<file path="config.mk">
export PLATFORM = sky130hd
export DESIGN_NAME = rv_regfile
export DESIGN_NICKNAME = d
export VERILOG_FILES = /design/src/rtl/rv_regfile.sv
export SDC_FILE = /design/constraint.sdc
export NUM_CORES = 2
export LEC_CHECK = 0
export CELL_PAD_IN_SITES_DETAIL_PLACEMENT = 1
export CELL_PAD_IN_SITES_GLOBAL_PLACEMENT = 1
export CORE_ASPECT_RATIO = 1.5
export CORE_MARGIN = 5
export CORE_UTILIZATION = 32
export DETAILED_ROUTE_END_ITERATION = 10
export DONT_BUFFER_PORTS = 1
export PLACE_DENSITY = 0.53
export SYNTH_ARGS = -nofsm -noshare
export SYNTH_HDL_FRONTEND = slang
export SYNTH_SLANG_ARGS = --single-unit
</file>
<file path="constraint.sdc">
create_clock -name clk -period 1.62 [get_ports clk]
set_input_delay 0.081 -clock clk [delete_from_list [all_inputs] [get_ports clk]]
set_output_delay 0.081 -clock clk [all_outputs]
set_load 0.01 [all_outputs]
</file>
<file path="src/rtl/rv_regfile.sv">
`timescale 1ns/100ps
`default_nettype none

module rv_regfile (
    input  logic        clk,
    input  logic        rst_n,
    input  logic [4:0]  rs1,
    input  logic [4:0]  rs2,
    input  logic [4:0]  rd,
    input  logic        we,
    input  logic [31:0] wdata,
    output logic [31:0] src1,
    output logic [31:0] src2
);

    // x0 has no storage.
    logic [31:0] regs [1:31];

    always_ff @(posedge clk or negedge rst_n) begin
        if (!rst_n) begin
            for (int i = 1; i < 32; i++) begin
                regs[i] <= '0;
            end
        end else if (we && rd != 5'd0) begin
            regs[rd] <= wdata;
        end
    end

    assign src1 = (rs1 == 5'd0) ? '0 : regs[rs1];
    assign src2 = (rs2 == 5'd0) ? '0 : regs[rs2];

endmodule

`default_nettype wire

</file>
==> impl_metrics.ini <==
[layout]
reg.largest.list = regs x992
area_growth_from_synthesis_to_final_layout_pct = 22.8
flip_flop_count_of_the_largest_register_after_layout = 992
num-nets-final = 3988
drive_gt1_frac = 0.580
top_register = regs
postLayoutCoreUtil = 0.396
fin_area_sq_um = 65700

[yosys]
yosys_warnings = 0
netlist_instances = 3612
ys_dominant_reg_cell = sky130_fd_sc_hd__dfrtp_1
ys_async_sr_fraction = 1.00
synth-seq-area-share = 0.464
postSynthRegisterBits = 992
synth_enable_flop_cells = 0
synth.net_count = 3662
syn_area_sq_um = 53500
synthDistinctLibCells = 46
synthesis.area_per_instance_sq_um = 14.8

[timing]
post-route-period-util = 1.59
timing.fmax_mhz = 389
setup_tns_ps = -49460
worstMarginPinSlew_ps = 1200
finalHoldViolCount = 0
final.min_clock_period_ps = 2570
finalMaxSlewViolations = 0
slew_headroom = 0.200
report.final.setup_viol = 69
setup_repair_after_global_routing_missed_its_margin = true
fin_skew_ps = 0
setup_ws_ps = -948

[floorplan]
die_h_microns = 511
design.die.area_sq_um = 176000
initial_standard_cell_utilization_of_the_core = 0.322
core_region_area_sq_um = 166000
fp.dieW_microns = 344
row_count = 183
num_io_pins = 114

[clock_network]
cts-root-to-sink-buffers = 3
cts.sink_count = 992
tritoncts = built
clockRootBuffer = sky130_fd_sc_hd__clkbuf_16
clkSlewWorstSetupHoldPaths_ps = 60
clkLatencyLatePin_ps = 740
htree_levels = 3
cts_inserted_buffers = 112

[place]
routabilityCongestion = 0.769
placedInstanceArea_sq_um = 59900
dp.final_hpwl_mm = 120
portBuffers = 0

[worst_setup_path]
setup.worst_path.end_class = output pin
critPathLaunchType = flip-flop
max_stage_delay_ps = 520
crit_arrival_ps = 2490
worstPathCellList = mux4_2 -> mux2i_1 -> o22a_1 -> o211ai_1 -> buf_4
worstPathRequired_ps = 1540
criticalPathCategory = reg2out
worstPathMaxFanout = 3
crit_path_top_delay_cell = sky130_fd_sc_hd__mux4_2

[run]
cap_viol_max_count = 0

[grt]
track_usage = 0.227
grt_start_max_net_pins = 255
grt_first_pass_wirelength_mm = 292
grt_antenna_before_repair = 5
grt_pass1_vias = 39436
grt_remaining_overflow = 0

[status]
failed_checks = negative setup slack
status = finished, violations left

[route]
routed_wl_mm = 201
routed_via_density = 5.62
routed-via-count = 35138
detail_route.drc_violations = 0
dr.first_iter.drc_count = 2156
drt-wirelength-per-cell_microns = 32.1
ant_nets = 0
drt-pass1-iter-count = 5

[pwr]
worst_ir_drop_vdd_mv = 0.938
pwr_density_cell_nw_per_um2 = 1190
power_leakage_nw = 28.5

[min_path]
hold_path_class = in2reg
-- repair_timing --
item                                     CTS  global route
hold endpoints to repair                1984             0
hold buffers                              63             0
endpoints found under the setup margin    64           393
buffers inserted                          26            10
pin swaps                                 68            24
resized for setup                        166            63
cloned                                     0             0
-- final timing paths --
check | startpoint | end | slack (ps) | cells after the start
hold reg to reg | regs[778] | regs[778] | 510 | 1
min in group asynchronous | rst_n | regs[317] | 100 | 3
setup reg to reg | regs[775] | regs[775] | 280 | 2
setup / recovery | regs[162] | src1[2] | -950 | 5
max in group asynchronous | rst_n | regs[16] | 460 | 3
hold / removal | rd[1] | regs[776] | 20 | 4
-- layer usage --
metal,GRT usage,part of all wire
met3,0.0359,0.045
met5,0,0.00017
met4,0.0522,0.020
met1,0.301,0.43
met2,0.391,0.51
-- area by class of cell --
type,instances,area [sq um]
clock buffers,174,3330
well taps,2220,2780
clock inverters,32,392
multi-input cells,2219,27800
inverters,9,33.8
fillers,16764,100000
flip-flops and latches,992,24800
diodes,2,5.00
repair buffers,604,6520
-- worst max-delay path, delay by kind of cell (launching register included) --
kind,cells,cell delay (ps)
buf+inv,1,260
compound gates,2,410
flops,1,400
mux,2,700
-- stage by stage --
step | setup slack (ps) | hold WS (ps) | power (mW) | cells
global route | -1080 | 16.7 | 81.6 | 6252
detailed placement | -385 | -31.8 | 50.5 | 5956
CTS | -1020 | 13.6 | 78.7 | 6242
finish | -948 | 23.0 | 78.1 | 6252
floorplan | 10.5 | -215 | 44.0 | 3612
global placement | -390 | -31.5 | 49.8 | 5956
-- report_power, final --
group / leakage (nW) / internal (mW) / switching [mW]
combinational: 14.0 / 11.7 / 7.00
clock: 1.83 / 15.2 / 11.1
sequential: 12.7 / 29.6 / 3.36
-- Yosys cell counts (all sizes together), types with 2 or more instances --
cell type	number	area share
mux2	1069	0.23
a31oi	2	0.00023
nor3	33	0.0033
o21ai	8	0.00075
o211ai	32	0.0045
mux4	377	0.16
a221oi	43	0.0070
a221o	17	0.0032
o22a	16	0.0026
a22o	4	0.00065
nand3	16	0.0015
o22ai	18	0.0021
and2	3	0.00035
buf	230	0.025
nor2	34	0.0025
mux2i	267	0.050
clkbuf	162	0.011
nand4b	2	0.00033
and2b	2	0.00028
a211oi	4	0.00056
nor2b	44	0.0051
and3	29	0.0034
o21a	8	0.0011
or3	7	0.00082
dfrtp	992	0.46
nand2	21	0.0015
inv	8	0.00056
o31a	28	0.0046
o32ai	8	0.0013
a22oi	102	0.014
nand2b	9	0.0011
a2111oi	10	0.0016
or2	2	0.00023
-- cells in the final DEF (no fill, tap or decap), types with 15 or more instances in the layout --
| cell type | n |
|---|---|
| sky130_fd_sc_hd__mux2i_1 | 226 |
| sky130_fd_sc_hd__and3_1 | 28 |
| sky130_fd_sc_hd__dfrtp_1 | 992 |
| sky130_fd_sc_hd__clkbuf_1 | 35 |
| sky130_fd_sc_hd__buf_4 | 374 |
| sky130_fd_sc_hd__a221o_1 | 17 |
| sky130_fd_sc_hd__a22oi_2 | 32 |
| sky130_fd_sc_hd__o211ai_1 | 32 |
| sky130_fd_sc_hd__mux2_1 | 19 |
| sky130_fd_sc_hd__nor2b_1 | 30 |
| sky130_fd_sc_hd__buf_6 | 56 |
| sky130_fd_sc_hd__mux2i_2 | 25 |
| sky130_fd_sc_hd__o31a_1 | 23 |
| sky130_fd_sc_hd__clkbuf_8 | 25 |
| sky130_fd_sc_hd__nor3_1 | 29 |
| sky130_fd_sc_hd__mux4_2 | 377 |
| sky130_fd_sc_hd__dlygate4sd3_1 | 38 |
| sky130_fd_sc_hd__a22oi_1 | 70 |
| sky130_fd_sc_hd__clkinv_2 | 18 |
| sky130_fd_sc_hd__buf_12 | 131 |
| sky130_fd_sc_hd__mux2_2 | 1048 |
| sky130_fd_sc_hd__o22a_1 | 15 |
| sky130_fd_sc_hd__clkbuf_16 | 114 |
| sky130_fd_sc_hd__nor2_1 | 21 |
| sky130_fd_sc_hd__mux2i_4 | 16 |
| sky130_fd_sc_hd__a221oi_1 | 41 |
-- cells by family (layout without fill, tap and decap cells) --
| group | Yosys count | count (layout) | synth area share |
|---|---|---|---|
| compound gates | 303 | 303 | 0.0451 |
| buf+inv | 401 | 819 | 0.0366 |
| other cells | 0 | 2 | 0 |
| simple gates | 203 | 203 | 0.0205 |
| mux | 1713 | 1713 | 0.434 |
| flops | 992 | 992 | 0.464 |
(Power assumes the default switching activity.)
