<file path="config.mk">
export PLATFORM = sky130hd
export DESIGN_NAME = rv_decode
export DESIGN_NICKNAME = d
export VERILOG_FILES = /design/src/rtl/rv_pkg.sv /design/src/rtl/rv_decode.sv
export SDC_FILE = /design/constraint.sdc
export NUM_CORES = 1
export LEC_CHECK = 0
export BUFFER_PORTS_ARGS = -buffer_cell sky130_fd_sc_hd__buf_4
export CAP_MARGIN = 20
export CORE_MARGIN = 5
export CORE_UTILIZATION = 31
export DETAILED_ROUTE_END_ITERATION = 10
export GPL_TIMING_DRIVEN = 0
export PLACE_DENSITY_LB_ADDON = 0.05
export SLEW_MARGIN = 20
export SYNTH_ARGS = -nofsm -noshare
export SYNTH_HDL_FRONTEND = slang
export SYNTH_SLANG_ARGS = --single-unit
</file>
<file path="constraint.sdc">
create_clock -name vclk -period 1.4
set_input_delay 0.21 -clock vclk [all_inputs]
set_output_delay 0.21 -clock vclk [all_outputs]
set_load 0.05 [all_outputs]
</file>
<file path="src/rtl/rv_pkg.sv">
`default_nettype none

package rv_pkg;

    localparam int IMEM_WORDS = 256;
    localparam int DMEM_WORDS = 256;
    localparam int IMEM_AW = $clog2(IMEM_WORDS);
    localparam int DMEM_AW = $clog2(DMEM_WORDS);
    localparam logic [31:0] RESET_PC = 32'h0000_0000;

    // major opcodes, inst[6:0].
    typedef enum logic [6:0] {
        op_lui    = 7'b0110111,
        op_auipc  = 7'b0010111,
        op_jal    = 7'b1101111,
        op_jalr   = 7'b1100111,
        op_branch = 7'b1100011,
        op_load   = 7'b0000011,
        op_store  = 7'b0100011,
        op_imm    = 7'b0010011,
        op_reg    = 7'b0110011,
        op_system = 7'b1110011
    } opcode_e;

    typedef enum logic [3:0] {
        alu_add,
        alu_sub,
        alu_and,
        alu_or,
        alu_xor,
        alu_slt,
        alu_sltu,
        alu_sll,
        alu_srl,
        alu_sra,
        alu_pass_b
    } alu_op_e;

    typedef enum logic [3:0] {
        br_none,
        br_eq,
        br_ne,
        br_lt,
        br_ge,
        br_ltu,
        br_geu,
        br_jal,
        br_jalr
    } branch_e;

    // mem_none must stay at zero, a cleared ctrl_t means no access.
    typedef enum logic [2:0] {
        mem_none,
        mem_lw,
        mem_lb,
        mem_lbu,
        mem_sw,
        mem_sb
    } mem_e;

    typedef struct packed {
        alu_op_e alu_op;
        branch_e branch;
        mem_e    mem;
        logic    reg_we;
        logic    src1_is_pc;
        logic    src2_is_imm;
        logic    link;
        logic    halt;
        logic    illegal;
    } ctrl_t;

    typedef struct packed {
        logic [31:0] pc;
        logic [31:0] inst;
        logic [4:0]  rd;
        logic        we;
        logic [31:0] wdata;
    } commit_t;

endpackage

`default_nettype wire

</file>
<file path="src/rtl/rv_decode.sv">
`timescale 1ns/100ps
`default_nettype none

module rv_decode (
    input  logic [31:0]   inst,
    output logic [4:0]    rs1,
    output logic [4:0]    rs2,
    output logic [4:0]    rd,
    output logic [31:0]   imm,
    output rv_pkg::ctrl_t ctrl
);

    logic [2:0]  funct3;
    logic [6:0]  funct7;
    logic [31:0] imm_i;
    logic [31:0] imm_s;
    logic [31:0] imm_b;
    logic [31:0] imm_u;
    logic [31:0] imm_j;

    assign rs1    = inst[19:15];
    assign rs2    = inst[24:20];
    assign rd     = inst[11:7];
    assign funct3 = inst[14:12];
    assign funct7 = inst[31:25];

    assign imm_i = {{20{inst[31]}}, inst[31:20]};
    assign imm_s = {{20{inst[31]}}, inst[31:25], inst[11:7]};
    assign imm_b = {{19{inst[31]}}, inst[31], inst[7], inst[30:25], inst[11:8], 1'b0};
    assign imm_u = {inst[31:12], 12'b0};
    assign imm_j = {{11{inst[31]}}, inst[31], inst[19:12], inst[20], inst[30:21], 1'b0};

    always_comb begin
        logic bad;
        bad  = 1'b0;
        imm  = imm_i;
        ctrl = '0;
        ctrl.alu_op = rv_pkg::alu_add;
        case (rv_pkg::opcode_e'(inst[6:0]))
            rv_pkg::op_lui: begin
                imm = imm_u;
                ctrl.alu_op      = rv_pkg::alu_pass_b;
                ctrl.src2_is_imm = 1'b1;
                ctrl.reg_we      = 1'b1;
            end
            rv_pkg::op_auipc: begin
                imm = imm_u;
                ctrl.src1_is_pc  = 1'b1;
                ctrl.src2_is_imm = 1'b1;
                ctrl.reg_we      = 1'b1;
            end
            rv_pkg::op_jal: begin
                imm = imm_j;
                ctrl.branch = rv_pkg::br_jal;
                ctrl.link   = 1'b1;
                ctrl.reg_we = 1'b1;
            end
            rv_pkg::op_jalr: begin
                ctrl.branch      = rv_pkg::br_jalr;
                ctrl.src2_is_imm = 1'b1;
                ctrl.link        = 1'b1;
                ctrl.reg_we      = 1'b1;
                bad = (funct3 != 3'b000);
            end
            rv_pkg::op_branch: begin
                imm = imm_b;
                case (funct3)
                    3'b000:  ctrl.branch = rv_pkg::br_eq;
                    3'b001:  ctrl.branch = rv_pkg::br_ne;
                    3'b100:  ctrl.branch = rv_pkg::br_lt;
                    3'b101:  ctrl.branch = rv_pkg::br_ge;
                    3'b110:  ctrl.branch = rv_pkg::br_ltu;
                    3'b111:  ctrl.branch = rv_pkg::br_geu;
                    default: bad = 1'b1;
                endcase
            end
            rv_pkg::op_load: begin
                ctrl.src2_is_imm = 1'b1;
                ctrl.reg_we      = 1'b1;
                case (funct3)
                    3'b000:  ctrl.mem = rv_pkg::mem_lb;
                    3'b010:  ctrl.mem = rv_pkg::mem_lw;
                    3'b100:  ctrl.mem = rv_pkg::mem_lbu;
                    default: bad = 1'b1;
                endcase
            end
            rv_pkg::op_store: begin
                imm = imm_s;
                ctrl.src2_is_imm = 1'b1;
                case (funct3)
                    3'b000:  ctrl.mem = rv_pkg::mem_sb;
                    3'b010:  ctrl.mem = rv_pkg::mem_sw;
                    default: bad = 1'b1;
                endcase
            end
            rv_pkg::op_imm, rv_pkg::op_reg: begin
                ctrl.src2_is_imm = (inst[5] == 1'b0);
                ctrl.reg_we      = 1'b1;
                case (funct3)
                    3'b000:  ctrl.alu_op = (inst[5] && funct7[5]) ? rv_pkg::alu_sub
                                                                 : rv_pkg::alu_add;
                    3'b001:  ctrl.alu_op = rv_pkg::alu_sll;
                    3'b010:  ctrl.alu_op = rv_pkg::alu_slt;
                    3'b011:  ctrl.alu_op = rv_pkg::alu_sltu;
                    3'b100:  ctrl.alu_op = rv_pkg::alu_xor;
                    3'b101:  ctrl.alu_op = funct7[5] ? rv_pkg::alu_sra : rv_pkg::alu_srl;
                    3'b110:  ctrl.alu_op = rv_pkg::alu_or;
                    default: ctrl.alu_op = rv_pkg::alu_and;
                endcase
                // funct7 only qualifies shifts, and every register op.
                if (inst[5] || funct3 == 3'b001 || funct3 == 3'b101) begin
                    if (funct7 == 7'b0100000) begin
                        bad = !(funct3 == 3'b101 || (inst[5] && funct3 == 3'b000));
                    end else begin
                        bad = (funct7 != 7'b0000000);
                    end
                end
            end
            rv_pkg::op_system: begin
                ctrl.halt = 1'b1;
                bad = (inst != 32'h0010_0073);
            end
            default: bad = 1'b1;
        endcase
        if (bad) begin
            ctrl.illegal = 1'b1;
            ctrl.halt    = 1'b1;
            ctrl.reg_we  = 1'b0;
            ctrl.mem     = rv_pkg::mem_none;
        end
    end

endmodule

`default_nettype wire

</file>
==> results.sh <==
export IMPL_status="finished with violations"
export IMPL_violations="negative setup slack"
export IMPL_fmax_mhz=550
export IMPL_cp_cell_sequence="buf_6, and4bb_4, nand3_4, a221o_2, o211ai_1, buf_6"
export IMPL_io_pins=96
export IMPL_first_iter_violations=101
export IMPL_power_mw=1.09
export IMPL_grt_ovfl_total=0
export IMPL_start_util=0.315
export IMPL_dp_final_hpwl_um=3820
export IMPL_cp_startpoint="inst[3]"
export IMPL_io_buffer_count=93
export IMPL_hold_end="imm[16]"
export IMPL_ir_drop_mv=0.326
export IMPL_die_w_um=67.8
export IMPL_die_area_um2=4600
export IMPL_antenna_found_initial=0
export IMPL_worst_setup_path_end_kind="primary output"
export IMPL_p_leak_nw=1.36
export IMPL_critPathTopFamily="compound AO/OA/AOI/OAI gates"
export IMPL_gp_congestion=0.844
export IMPL_drt_wl_total_um=7220
export IMPL_cpMostUsedCell="buf_6"
export IMPL_dieHeight_um=67.8
export IMPL_yosysSeqAreaShare=0
export IMPL_slew_violations=0
export IMPL_rows=21
export IMPL_synthCells=147
export IMPL_fill_cells=114
export IMPL_critPathKind="in2out"
export IMPL_setup_viol=46
export IMPL_hold_depth=3
export IMPL_antenna_left=0
export IMPL_final_nets=300
export IMPL_grt_pass1_wl_um=9900
export IMPL_startpoint_type="input pin"
export IMPL_post_route_period_util=1.30
export IMPL_worst_slew_pin_slew_ns=0.388
export IMPL_synth_nets=179
export IMPL_via_count=1808
export IMPL_gr_usage_all_layers=0.280
export IMPL_wire_per_inst_um=23.1
export IMPL_drv_cap=0
export IMPL_path_max_fanout=5
export IMPL_synth_cell_type_count=48
export IMPL_hold_path_class="in2out"
export IMPL_hold_start="inst[16]"
export IMPL_worst_slack_ns=-0.417
export IMPL_crit_slowest_cell="and4bb_4"
export IMPL_worstPathArrival_ns=1.61
export IMPL_clock_buffers=0
export IMPL_drive_above_1_share=0.857
export IMPL_fin_crit_ns=1.82
export IMPL_critPathBufInv=2
export IMPL_powerDensity_nw_per_um2=363
export IMPL_critPathRequiredTime_ns=1.19
export IMPL_grt_max_degree=11
export IMPL_yosysWarnings=0
export IMPL_drcViolationCount=0
export IMPL_seqCellArea_um2=0
export IMPL_rsz0062_at_grt="yes"
export IMPL_seq_cells=0
export IMPL_netlist_area_um2=1040
export IMPL_antennaDiodeCount=0
export IMPL_final_cell_mix="buf_4 (74), buf_6 (37), buf_8 (30)"
export IMPL_final_cell_count_no_fill=312
export IMPL_via_per_inst=5.79
export IMPL_syn_to_final_growth_pct=190
export IMPL_critical_path_max_stage_delay_ns=0.41
export IMPL_drt_first_pass_iters=4
export IMPL_grt_pass1_vias=1958
export IMPL_final_common_cell="buf_4"
export IMPL_syn_avg_cell_area_um2=7.05
export IMPL_finalHoldViolations=0
export IMPL_ctsHoldBuffers=0
export IMPL_dpl_cell_count=286
export IMPL_design_core_area_um2=3280
export IMPL_max_slew_margin=0.739
## metal layers
metal  global-route usage  part of all wire
met5                    0                 0
met1                0.310              0.34
met3               0.0608             0.089
met2                0.520              0.51
met4               0.0993             0.051
## power by group
part	total [mW]	switching, mW	internal (mW)
registers	0	0	0
logic	1.09	0.625	0.466
clock network	0	0	0
total	1.09	0.625	0.466
## how the worst max path moves through the flow
stage / endpoint / slack, ns / depth (start not counted)
6_report: ctrl[0] / -0.42 / 6
5_1_grt: imm[12] / -0.42 / 7
4_1_cts: imm[11] / -0.35 / 7
3_5_place_dp: ctrl[0] / -0.61 / 6
3_3_place_gp: ctrl[0] / -0.61 / 6
2_1_floorplan: ctrl[0] / -0.50 / 5
## cell families after synthesis
logic type             synth area share
multiplexers                    0.00966
AND/OR/NAND/NOR                   0.362
XOR/XNOR                         0.0169
AO/OA/AOI/OAI                     0.389
buffers and inverters             0.222
## metrics by stage
stage | setup TNS (ns) | util | hold WS (ns) | instance area, um^2 | worst slack [ns]
after floorplan | -8.67 | - | 0.567 | 1480 | -0.501
after global placement | -15.78 | 0.680 | 0.786 | 2230 | -0.609
after detailed placement | -16.31 | 0.680 | 0.790 | 2230 | -0.615
after CTS | -10.56 | 0.870 | 0.765 | 2860 | -0.345
after global routing | -14.45 | 0.915 | 0.772 | 3000 | -0.421
final | -13.53 | 0.915 | 0.766 | 3000 | -0.417
## cell usage after synthesis (2+ instances only)
| library cell | count | area (um^2) |
|---|---|---|
| a22o_1 | 4 | 35.0 |
| and4bb_4 | 2 | 32.5 |
| nand2b_1 | 6 | 37.5 |
| nand2_1 | 7 | 26.3 |
| o21a_1 | 2 | 15.0 |
| buf_6 | 2 | 22.5 |
| buf_2 | 4 | 20.0 |
| nor3_1 | 3 | 15.0 |
| nand3b_1 | 2 | 15.0 |
| clkbuf_1 | 3 | 11.3 |
| nor4_1 | 7 | 43.8 |
| nand3_1 | 5 | 25.0 |
| a211oi_1 | 2 | 15.0 |
| a21o_1 | 20 | 150 |
| a2111oi_0 | 2 | 17.5 |
| o211ai_1 | 2 | 15.0 |
| or3_1 | 2 | 12.5 |
| xnor2_1 | 2 | 17.5 |
| o21ai_0 | 8 | 40.0 |
| nor3b_1 | 2 | 15.0 |
| inv_1 | 5 | 18.8 |
| buf_4 | 21 | 158 |
| nor2b_1 | 7 | 43.8 |
| nor2_1 | 3 | 11.3 |
## area by class of cell
cell class	instances	area (um^2)	area share
plain buffers	30	304	0.101
inverters	5	22.5	0.00750
multi-input cells	112	1370	0.455
well taps	46	57.6	0.0192
repair buffers	119	1250	0.417
## repair_timing
item                       in CTS  in global routing
cloned                          1                  1
setup endpoints to repair      45                 47
gates resized for setup       101                 36
setup buffers                  22                  3
pin swaps                      21                  7
No activity file was read; power rests on OpenSTA's default activity.
