[src/rtl/rv_pkg.sv]
`default_nettype none

package rv_pkg;

    localparam int IMEM_WORDS = 256;
    localparam int DMEM_WORDS = 256;
    localparam int IMEM_AW = $clog2(IMEM_WORDS);
    localparam int DMEM_AW = $clog2(DMEM_WORDS);
    localparam logic [31:0] RESET_PC = 32'h0000_0000;

    // major opcodes, inst[6:0].
    typedef enum logic [6:0] {
        op_lui    = 7'b0110111,
        op_auipc  = 7'b0010111,
        op_jal    = 7'b1101111,
        op_jalr   = 7'b1100111,
        op_branch = 7'b1100011,
        op_load   = 7'b0000011,
        op_store  = 7'b0100011,
        op_imm    = 7'b0010011,
        op_reg    = 7'b0110011,
        op_system = 7'b1110011
    } opcode_e;

    typedef enum logic [3:0] {
        alu_add,
        alu_sub,
        alu_and,
        alu_or,
        alu_xor,
        alu_slt,
        alu_sltu,
        alu_sll,
        alu_srl,
        alu_sra,
        alu_pass_b
    } alu_op_e;

    typedef enum logic [3:0] {
        br_none,
        br_eq,
        br_ne,
        br_lt,
        br_ge,
        br_ltu,
        br_geu,
        br_jal,
        br_jalr
    } branch_e;

    // mem_none must stay at zero, a cleared ctrl_t means no access.
    typedef enum logic [2:0] {
        mem_none,
        mem_lw,
        mem_lb,
        mem_lbu,
        mem_sw,
        mem_sb
    } mem_e;

    typedef struct packed {
        alu_op_e alu_op;
        branch_e branch;
        mem_e    mem;
        logic    reg_we;
        logic    src1_is_pc;
        logic    src2_is_imm;
        logic    link;
        logic    halt;
        logic    illegal;
    } ctrl_t;

    typedef struct packed {
        logic [31:0] pc;
        logic [31:0] inst;
        logic [4:0]  rd;
        logic        we;
        logic [31:0] wdata;
    } commit_t;

endpackage

`default_nettype wire

[src/rtl/rv_execute.sv]
`timescale 1ns/100ps
`default_nettype none

module rv_execute (
    input  rv_pkg::ctrl_t ctrl,
    input  logic [31:0]   pc,
    input  logic [31:0]   src1,
    input  logic [31:0]   src2,
    input  logic [31:0]   imm,
    output logic [31:0]   alu_result,
    output logic [31:0]   next_pc
);

    logic [31:0] op_a;
    logic [31:0] op_b;
    logic [4:0]  shamt;
    logic        eq;
    logic        lt;
    logic        ltu;
    logic        taken;
    logic [31:0] pc_plus4;
    logic [31:0] pc_target;
    logic [31:0] jalr_sum;

    assign op_a  = ctrl.src1_is_pc ? pc : src1;
    assign op_b  = ctrl.src2_is_imm ? imm : src2;
    assign shamt = op_b[4:0];

    always_comb begin
        case (ctrl.alu_op)
            rv_pkg::alu_add:    alu_result = op_a + op_b;
            rv_pkg::alu_sub:    alu_result = op_a - op_b;
            rv_pkg::alu_and:    alu_result = op_a & op_b;
            rv_pkg::alu_or:     alu_result = op_a | op_b;
            rv_pkg::alu_xor:    alu_result = op_a ^ op_b;
            rv_pkg::alu_slt:    alu_result = {31'b0, $signed(op_a) < $signed(op_b)};
            rv_pkg::alu_sltu:   alu_result = {31'b0, op_a < op_b};
            rv_pkg::alu_sll:    alu_result = op_a << shamt;
            rv_pkg::alu_srl:    alu_result = op_a >> shamt;
            rv_pkg::alu_sra:    alu_result = $unsigned($signed(op_a) >>> shamt);
            rv_pkg::alu_pass_b: alu_result = op_b;
            default:            alu_result = op_a + op_b;
        endcase
    end

    // branch compare always uses the register operands.
    assign eq  = (src1 == src2);
    assign lt  = ($signed(src1) < $signed(src2));
    assign ltu = (src1 < src2);

    always_comb begin
        case (ctrl.branch)
            rv_pkg::br_eq:  taken = eq;
            rv_pkg::br_ne:  taken = !eq;
            rv_pkg::br_lt:  taken = lt;
            rv_pkg::br_ge:  taken = !lt;
            rv_pkg::br_ltu: taken = ltu;
            rv_pkg::br_geu: taken = !ltu;
            rv_pkg::br_jal: taken = 1'b1;
            default:        taken = 1'b0;
        endcase
    end

    assign pc_plus4  = pc + 32'd4;
    assign pc_target = pc + imm;
    assign jalr_sum  = src1 + imm;

    always_comb begin
        if (ctrl.branch == rv_pkg::br_jalr) begin
            next_pc = {jalr_sum[31:1], 1'b0};
        end else if (taken) begin
            next_pc = pc_target;
        end else begin
            next_pc = pc_plus4;
        end
    end

endmodule

`default_nettype wire

[config.mk]
export PLATFORM = sky130hd
export DESIGN_NAME = rv_execute
export DESIGN_NICKNAME = d
export VERILOG_FILES = /design/src/rtl/rv_pkg.sv /design/src/rtl/rv_execute.sv
export SDC_FILE = /design/constraint.sdc
export NUM_CORES = 1
export LEC_CHECK = 0
export BUFFER_PORTS_ARGS = -buffer_cell sky130_fd_sc_hd__buf_2
export CAP_MARGIN = 15
export CORE_MARGIN = 3
export CORE_UTILIZATION = 30
export DETAILED_ROUTE_END_ITERATION = 12
export PLACE_DENSITY_LB_ADDON = 0.1
export RECOVER_POWER = 100
export SLEW_MARGIN = 40
export SYNTH_ARGS = -nofsm -noshare
export SYNTH_HDL_FRONTEND = slang
export SYNTH_SLANG_ARGS = --single-unit
[constraint.sdc]
create_clock -name vclk -period 9.4
set_input_delay 0 -clock vclk [all_inputs]
set_output_delay 0 -clock vclk [all_outputs]
set_load 0.1 [all_outputs]
==> results of run 1 <==
## tightest hold or removal path, stage by stage
cell and delay [ns]:
buf_2 0.13, nand2_1 0.06, a21oi_1 0.05, buf_2 0.29
## final cells by class
type / instances / area, um2
Antenna cell: 4 / 10.01
Fill cell: 5187 / 30300
Inverter: 147 / 556.8
Multi-Input combinational cell: 1864 / 13090
Tap cell: 600 / 750.7
Timing Repair Buffer: 232 / 1162
## routing by layer
layer	vias up	wire, um	share of wire
li1	8155	-	-
met1	8157	31120	0.45
met2	730	30810	0.44
met3	111	4564	0.066
met4	2	2962	0.043
met5	-	11	0.00016
## worst paths after layout
kind,slack (ns),from,depth (start not counted),endpoint
min,0.53,pc[0],4,next_pc[0]
max,2.04,ctrl[3],16,alu_result[0]
## stage by stage
| step | power (W) | instances | cell area [um2] | util |
|---|---|---|---|---|
| detailed placement | 0.001625 | 2843 | 15630 | 0.3408 |
| floorplan | 0.001211 | 2132 | 14080 | - |
| global placement | 0.001617 | 2841 | 15580 | 0.3396 |
| global route | 0.001753 | 2847 | 15570 | 0.3395 |
| CTS | 0.001632 | 2843 | 15630 | 0.3408 |
| finish | 0.001644 | 2847 | 15570 | 0.3395 |
## power groups by stage
stage,registers (W),logic [W],clock network [W]
2_1_floorplan,0,0.00121,0
3_3_place_gp,0,0.00162,0
3_5_place_dp,0,0.00162,0
4_1_cts,0,0.00163,0
5_1_grt,0,0.00175,0.0000000000570
6_report,0,0.00164,0.0000000000571
## logic make-up (layout without fill, tap and decap cells)
kind of cell | Yosys count | in the layout
and+or+nand+nor | 666 | 666
adders and majority gates | 195 | 195
muxes | 166 | 166
AOI/OAI and AO/OA | 760 | 760
xor gates and xnor gates | 77 | 77
buffers and inverters | 268 | 379
other | 0 | 4
## layout by cell type (no fill, tap or decap), drive strengths merged, types with 35 or more instances in the layout
| cell | synthesis | final |
|---|---|---|
| a21oi | 195 | 195 |
| mux2i | 152 | 152 |
| a211oi | 40 | 40 |
| o21ai | 154 | 154 |
| nor2 | 203 | 203 |
| clkbuf | 79 | 55 |
| nor3 | 42 | 42 |
| o211ai | 40 | 40 |
| inv | 147 | 147 |
| buf | 42 | 177 |
| ha | 191 | 191 |
| nand3 | 35 | 35 |
| a21o | 49 | 49 |
| xnor2 | 43 | 43 |
| nand2 | 219 | 219 |
| o22ai | 37 | 37 |
==> metrics.txt, run 1 <==
status=finished, violations left; failing checks=max-capacitance violations, max-slew violations; register share of total power=0; gr ovfl total=0; met3 Use GR=0.02669; GRT Util Overall=0.2631; Syn Area/Cell=6.605 um2; IO Pins=209; FF+latch count=0; largest net degree at the start of global routing=57; PwrDens=105.6 mW/mm2; Die Y-Extent=222.7 um; Net Switching=0.001201 W; Critical Path Fanout Max=56; Routed WL=69,480 um; RSZ-0062 raised after global routing=no; row count=78; most frequent cell after synthesis=nand2_1; Post-Synthesis Cells=2,132; core area=0.04587 mm2; worst path bufs/invs=6; P_leak=7.088 nW; max_slew headroom=-0.9989; share of cells above drive strength 1=0.1066; Synth Area in Simple Gates=0.2189; Synth-to-Final Area Change=10.58%; Setup WS pre-CTS=3.767 ns; synth warn=0; final setup fails=0; worst min path class=primary input to output pin; Tcrit/Tclk final=0.7831; register area share after synthesis=0; Post-CTS Repair Setup Buffers=0; Comb pwr share=1.000; Fin. Hold Viols=0; PostCTS Resize Cnt=0; first-pass GRT wire length=102,500 um; port buffer count=202; post-synthesis adder-cell area fraction=0.1754; CTS hold repair buffers=0; largest cells by area after synthesis=ha_1, mux2i_1, a21oi_1; vias=17,160; WP data required=9.40 ns; XOR/XNOR share of the synthesized area=0.04789; initial antenna violation count=5; Nets=2,585; die area=0.04958 mm2; Storage cell area=0 um2; Slowest-stage cell, CP=clkbuf_1; Fmax=135.9 MHz; 1st-pass router iterations=6; VDD IR max=0.08184 mV; largest family of logic cells by synthesized area=compound AO/OA/AOI/OAI gates; post-route DRC violation count=0; Final ANT Viol Nets=0; CP Class=primary input to output pin; Netlist cell types=83; critical-path cell list=buf_2, buf_4, mux2_2, clkbuf_1, inv_1, buf_4, ha_1, o21bai_1, a21oi_1, o22ai_1, a31oi_1, a211oi_1, nor4bb_1, nor4_1, o22a_1, clkbuf_1; die width=222.7 um; CP arrival=7.36 ns; top post-synthesis cells by count=nand2_1, nor2_1, a21oi_1, ha_1, o21ai_0; Final Critical Period=7.361 ns; met1 usage=0.3631; DP HPWL=56,110 um; fin worst setup slack=2.039 ns; vias in the first global route=15,950; TNS Setup=0 ns; Iteration-0 DRC Markers=1,863; maxcap violations=2; Slew @ Worst Pin=2.998 ns; Internal Power=0.0004432 W; share of the synthesized area in the top cell type=0.1697; CP top delay family=buffers and inverters; RePlAce Congestion=0.9893; drt via density=6.026; Hold WS=0.5323 ns; met2 Use GR=0.4246; synthesized area=0.01408 mm2; wire per inst=24.40 um; Initial Utilization=0.3070; critical path capture point type=output pin; Compound-Gate Fraction of Synth Area=0.3586; post-synthesis mux area share=0.1210; Largest stage delay, worst path=2.10 ns; area leader, netlist=ha_1; Synthesized Nets=2,472; critical path startpoint category=primary input; clk_buf instances=0; clock share of power=0; GR peak layer=met2; net switching share of the total power=0.7305; final slew viol count=101
Power figures use the tool's default switching activity.
==> run 2, diff against run 1 <==
- clock period: 9.4 -> 6.7 ns (I/O delays scaled with it)
==> run 2 against run 1 <==
Against the previous run: the flow still finishes with violations (max-capacitance violations, max-slew violations); first-iteration DRC count fell by 11%; design area fell by 0.14%; sequential cell count stayed put; combinational power rose by 42%; non-clock buffer count stayed put; cell count is 0.14% lower; critical path depth fell by 1; clock-buffer cell count unchanged; global-route usage increased by 0.88 points; power grew 42%; setup slack lost 1.1 ns; largest cell class unchanged.
==> metrics.txt, run 2 (synthesis gave the netlist of run 1 again) <==
status=finished, violations left; failing checks=max-capacitance violations, max-slew violations; P_leak=7.092 nW; final setup fails=0; drt via density=6.000; port buffer count=202; Storage cell area=0 um2; RePlAce Congestion=0.9607; area of the multi-input gates=0.01308 mm2; Critical Path Fanout Max=13; GRT Util Overall=0.2719; maxcap violations=1; Fill cells=5,148; WP data required=6.70 ns; vias in the first global route=15,970; vias=17,060; PostCTS Resize Cnt=0; largest net degree at the start of global routing=55; critical-path cell list=clkbuf_1, clkbuf_1, buf_4, mux2i_1, ha_1, nand4_1, nor2_1, nand2_1, nor3_1, and3b_1, a2111oi_1, o41a_1, a211oi_1, o2111ai_1, clkbuf_2; max_slew headroom=-0.4596; commonest non-fill, non-tap cell in the layout=nand2_1; DP HPWL=58,250 um; Post-CTS Repair Setup Buffers=0; Initial Utilization=0.3070; FF+latch count=0; CTS hold repair buffers=0; Synth-to-Final Area Change=10.43%; core area=0.04587 mm2; most frequent cells in the layout=nand2_1, nor2_1, a21oi_1, ha_1, o21ai_0; CP Class=primary input to output pin; PwrDens=149.6 mW/mm2; final slew viol count=44; first-pass GRT wire length=105,200 um; Iteration-0 DRC Markers=1,665; die width=222.7 um; worst path bufs/invs=4; CP arrival=5.74 ns; Hold Path Cell Cnt=4; Final ANT Viol Nets=0; critical path capture point type=output pin; Largest stage delay, worst path=0.74 ns; VDD IR max=0.1180 mV; CP top delay family=buffers and inverters; row count=78; die area=0.04958 mm2; RSZ-0062 raised after global routing=no; 1st-pass router iterations=5; IO Pins=209; critical path startpoint category=primary input; wire per inst=25.27 um; Nets=2,585; initial antenna violation count=0; Final Critical Period=5.744 ns; total power=0.002327 W; post-route DRC violation count=0; Tcrit/Tclk final=0.8572; Fin. Hold Viols=0; gr ovfl total=0; Routed WL=71,850 um; TNS Setup=0 ns; worst min path class=primary input to output pin; most frequent CP cell=clkbuf_1; # diodes=0; Die Y-Extent=222.7 um; Slew @ Worst Pin=2.189 ns; Fmax=174.1 MHz; Slowest-stage cell, CP=a2111oi_1; clk_buf instances=0; share of cells above drive strength 1=0.1066; critical path depth in cells=15
==> run 2: changes by cell type in the layout (fill, tap and decap cells not counted) <==
cell,before,now
clkbuf_1,55,53
clkbuf_2,0,2
o32ai_1,4,6
o31ai_1,17,16
o32ai_2,2,0
o31ai_2,0,1
mux2i_1,146,147
mux2i_2,2,1
diode_2,4,0
==> run 2: final cells by class <==
type,instances,share of cell area
multi-input combinational,1864,0.8410
timing repair buffer,232,0.07491
tap,600,0.04827
inverter,147,0.03580
==> run 2: report_power, final <==
group	switching (W)	total [W]	internal [W]
combinational	0.00170	0.00233	0.000622
sequential	0	0	0
clock	0	0	0
total	0.00170	0.00233	0.000622
==> run 2: metrics by stage <==
step | area [um2] | instances | hold slack [ns] | setup WS, ns | util
5_1_grt | 15550 | 2843 | 0.5733 | 0.6130 | 0.3390
3_3_place_gp | 15590 | 2843 | 0.5360 | 1.555 | 0.3399
2_1_floorplan | 14080 | 2132 | 0.5514 | 0.9518 | -
3_5_place_dp | 15620 | 2843 | 0.5351 | 1.565 | 0.3406
6_report | 15550 | 2843 | 0.5345 | 0.9565 | 0.3390
4_1_cts | 15620 | 2843 | 0.5358 | 1.548 | 0.3406
==> run 2: worst paths after layout <==
path,end,startpoint
worst min-delay path,next_pc[0],pc[0]
worst max-delay path,alu_result[27],ctrl[4]
==> run 2: routing by layer <==
| metal | wire (um) | global-route usage | up-vias |
|---|---|---|---|
| met4 | 1944 | 0.06194 | 0 |
| met2 | 32850 | 0.4521 | 667 |
| met3 | 4210 | 0.01955 | 82 |
| met1 | 32840 | 0.3829 | 8155 |
| li1 | - | - | 8155 |
| met5 | 0 | 0 | - |
==> run 2: tightest hold or removal path, cell delays in order <==
cell	delay [ns]
buf_2	0.13
nand2_1	0.06
a21oi_1	0.06
buf_2	0.29
==> run 3, diff against run 2 <==
- CORE_UTILIZATION: 30 -> 25
- clock period: 6.7 -> 6.6 ns (I/O delays scaled with it)
==> run 3 against run 2 <==
Against the previous run: the run now ends clean; sequential share of layout area unchanged; global-route usage decreased by 3.0 points; critical endpoint is now alu_result[0]; cell count is 5.3% higher; first-iteration DRC count is 14% lower; clock-buffer cell count unchanged.
==> metrics.txt, run 3 (synthesis gave the netlist of run 1 again) <==
max_slew headroom=0.06635; area of the multi-input gates=0.01310 mm2; vias in the first global route=16,430; critical-path cell list=clkbuf_1, mux2i_1, ha_1, inv_1, fa_1, nor2b_1, o21bai_1, a21oi_1, o22ai_1, a31oi_1, buf_4, a211oi_1, nor4bb_2, nor4_1, o22a_1, clkbuf_1; Slew @ Worst Pin=1.390 ns; TNS Setup=0 ns; commonest non-fill, non-tap cell in the layout=nand2_1; Tcrit/Tclk final=0.8967; drt via density=5.742; worst hold path endpoint=next_pc[0]; Final Critical Period=5.918 ns; core area=0.05542 mm2; status=complete, no violations; vias=17,200; largest net degree at the start of global routing=50; PwrDens=151.5 mW/mm2; Nets=2,589; final slew viol count=0; Hold Path Cell Cnt=4; Routed WL=75,790 um; P_leak=7.130 nW; hold path start=pc[0]; die width=243.3 um; CP Class=primary input to output pin; Slowest-stage cell, CP=clkbuf_1; post-route insts no fill=2,995; Die Y-Extent=243.3 um; Initial Utilization=0.2541; PostCTS Resize Cnt=0; worst path bufs/invs=4; worst min path class=primary input to output pin; Final ANT Viol Nets=0; gr ovfl total=0; wire per inst=25.31 um; WP data required=6.60 ns; final setup fails=0; clk_buf instances=0; placed cells=2,994; CTS hold repair buffers=0; most frequent CP cell=clkbuf_1; critical path startpoint category=primary input; Synth-to-Final Area Change=12.40%; 1st-pass router iterations=6; Util after Layout=0.2856; most frequent cells in the layout=nand2_1, nor2_1, a21oi_1, ha_1, o21ai_0; post-route DRC violation count=0; IO Pins=209; Post-CTS Repair Setup Buffers=0; port buffer count=202; Fill cells=6,244; critical path capture point type=output pin; RePlAce Congestion=0.9494; share of cells above drive strength 1=0.1108; die area=0.05921 mm2; VDD IR max=0.1186 mV; Largest stage delay, worst path=0.86 ns; CP top delay family=buffers and inverters; Fin. Hold Viols=0; CP arrival=5.92 ns; # diodes=0; initial antenna violation count=1; DP HPWL=61,810 um; Storage cell area=0 um2; Iteration-0 DRC Markers=1,425; RSZ-0062 raised after global routing=no; Critical Path Fanout Max=10; row count=86; maxcap violations=0; Fmax=169.0 MHz; first-pass GRT wire length=110,900 um; GRT Util Overall=0.2423; FF+latch count=0
==> run 3: area by class of cell <==
cell class,count,share of cell area
multi-input cells,1864,0.8275
inverters,147,0.03518
repair buffers,236,0.07818
well taps,748,0.05913
==> run 3: worst max path at each step <==
stage                     startpoint             end  depth (start not counted)
after floorplan              ctrl[3]  alu_result[31]                         17
after global placement       ctrl[3]  alu_result[17]                         17
after detailed placement     ctrl[3]  alu_result[17]                         18
after CTS                    ctrl[3]  alu_result[17]                         18
after global routing         ctrl[4]  alu_result[24]                         17
final                        ctrl[4]   alu_result[0]                         16
==> run 3: layer usage <==
| layer | part of all wire | GRT usage | vias up |
|---|---|---|---|
| met5 | 0.00020 | 0 | - |
| li1 | - | - | 8162 |
| met4 | 0.026 | 0.05114 | 2 |
| met1 | 0.46 | 0.3342 | 8343 |
| met3 | 0.043 | 0.01431 | 87 |
| met2 | 0.47 | 0.4153 | 603 |
==> run 3: power by group <==
part           internal, W  total [W]  leakage, nW  switching, W
Sequential               0          0            0             0
Clock                    0          0            0             0
Combinational     0.000645    0.00240         7.13       0.00175
==> run 3: through the flow <==
stage / setup WS (ns) / hold WS [ns] / power, W / cell area (um2)
after floorplan: 0.8518 / 0.5514 / 0.001724 / 14080
after global placement: 1.039 / 0.5398 / 0.002376 / 15820
after detailed placement: 1.426 / 0.5441 / 0.002381 / 15890
after CTS: 1.407 / 0.5464 / 0.002392 / 15890
after global routing: 0.5586 / 0.7647 / 0.002555 / 15830
final: 0.6818 / 0.7497 / 0.002398 / 15830
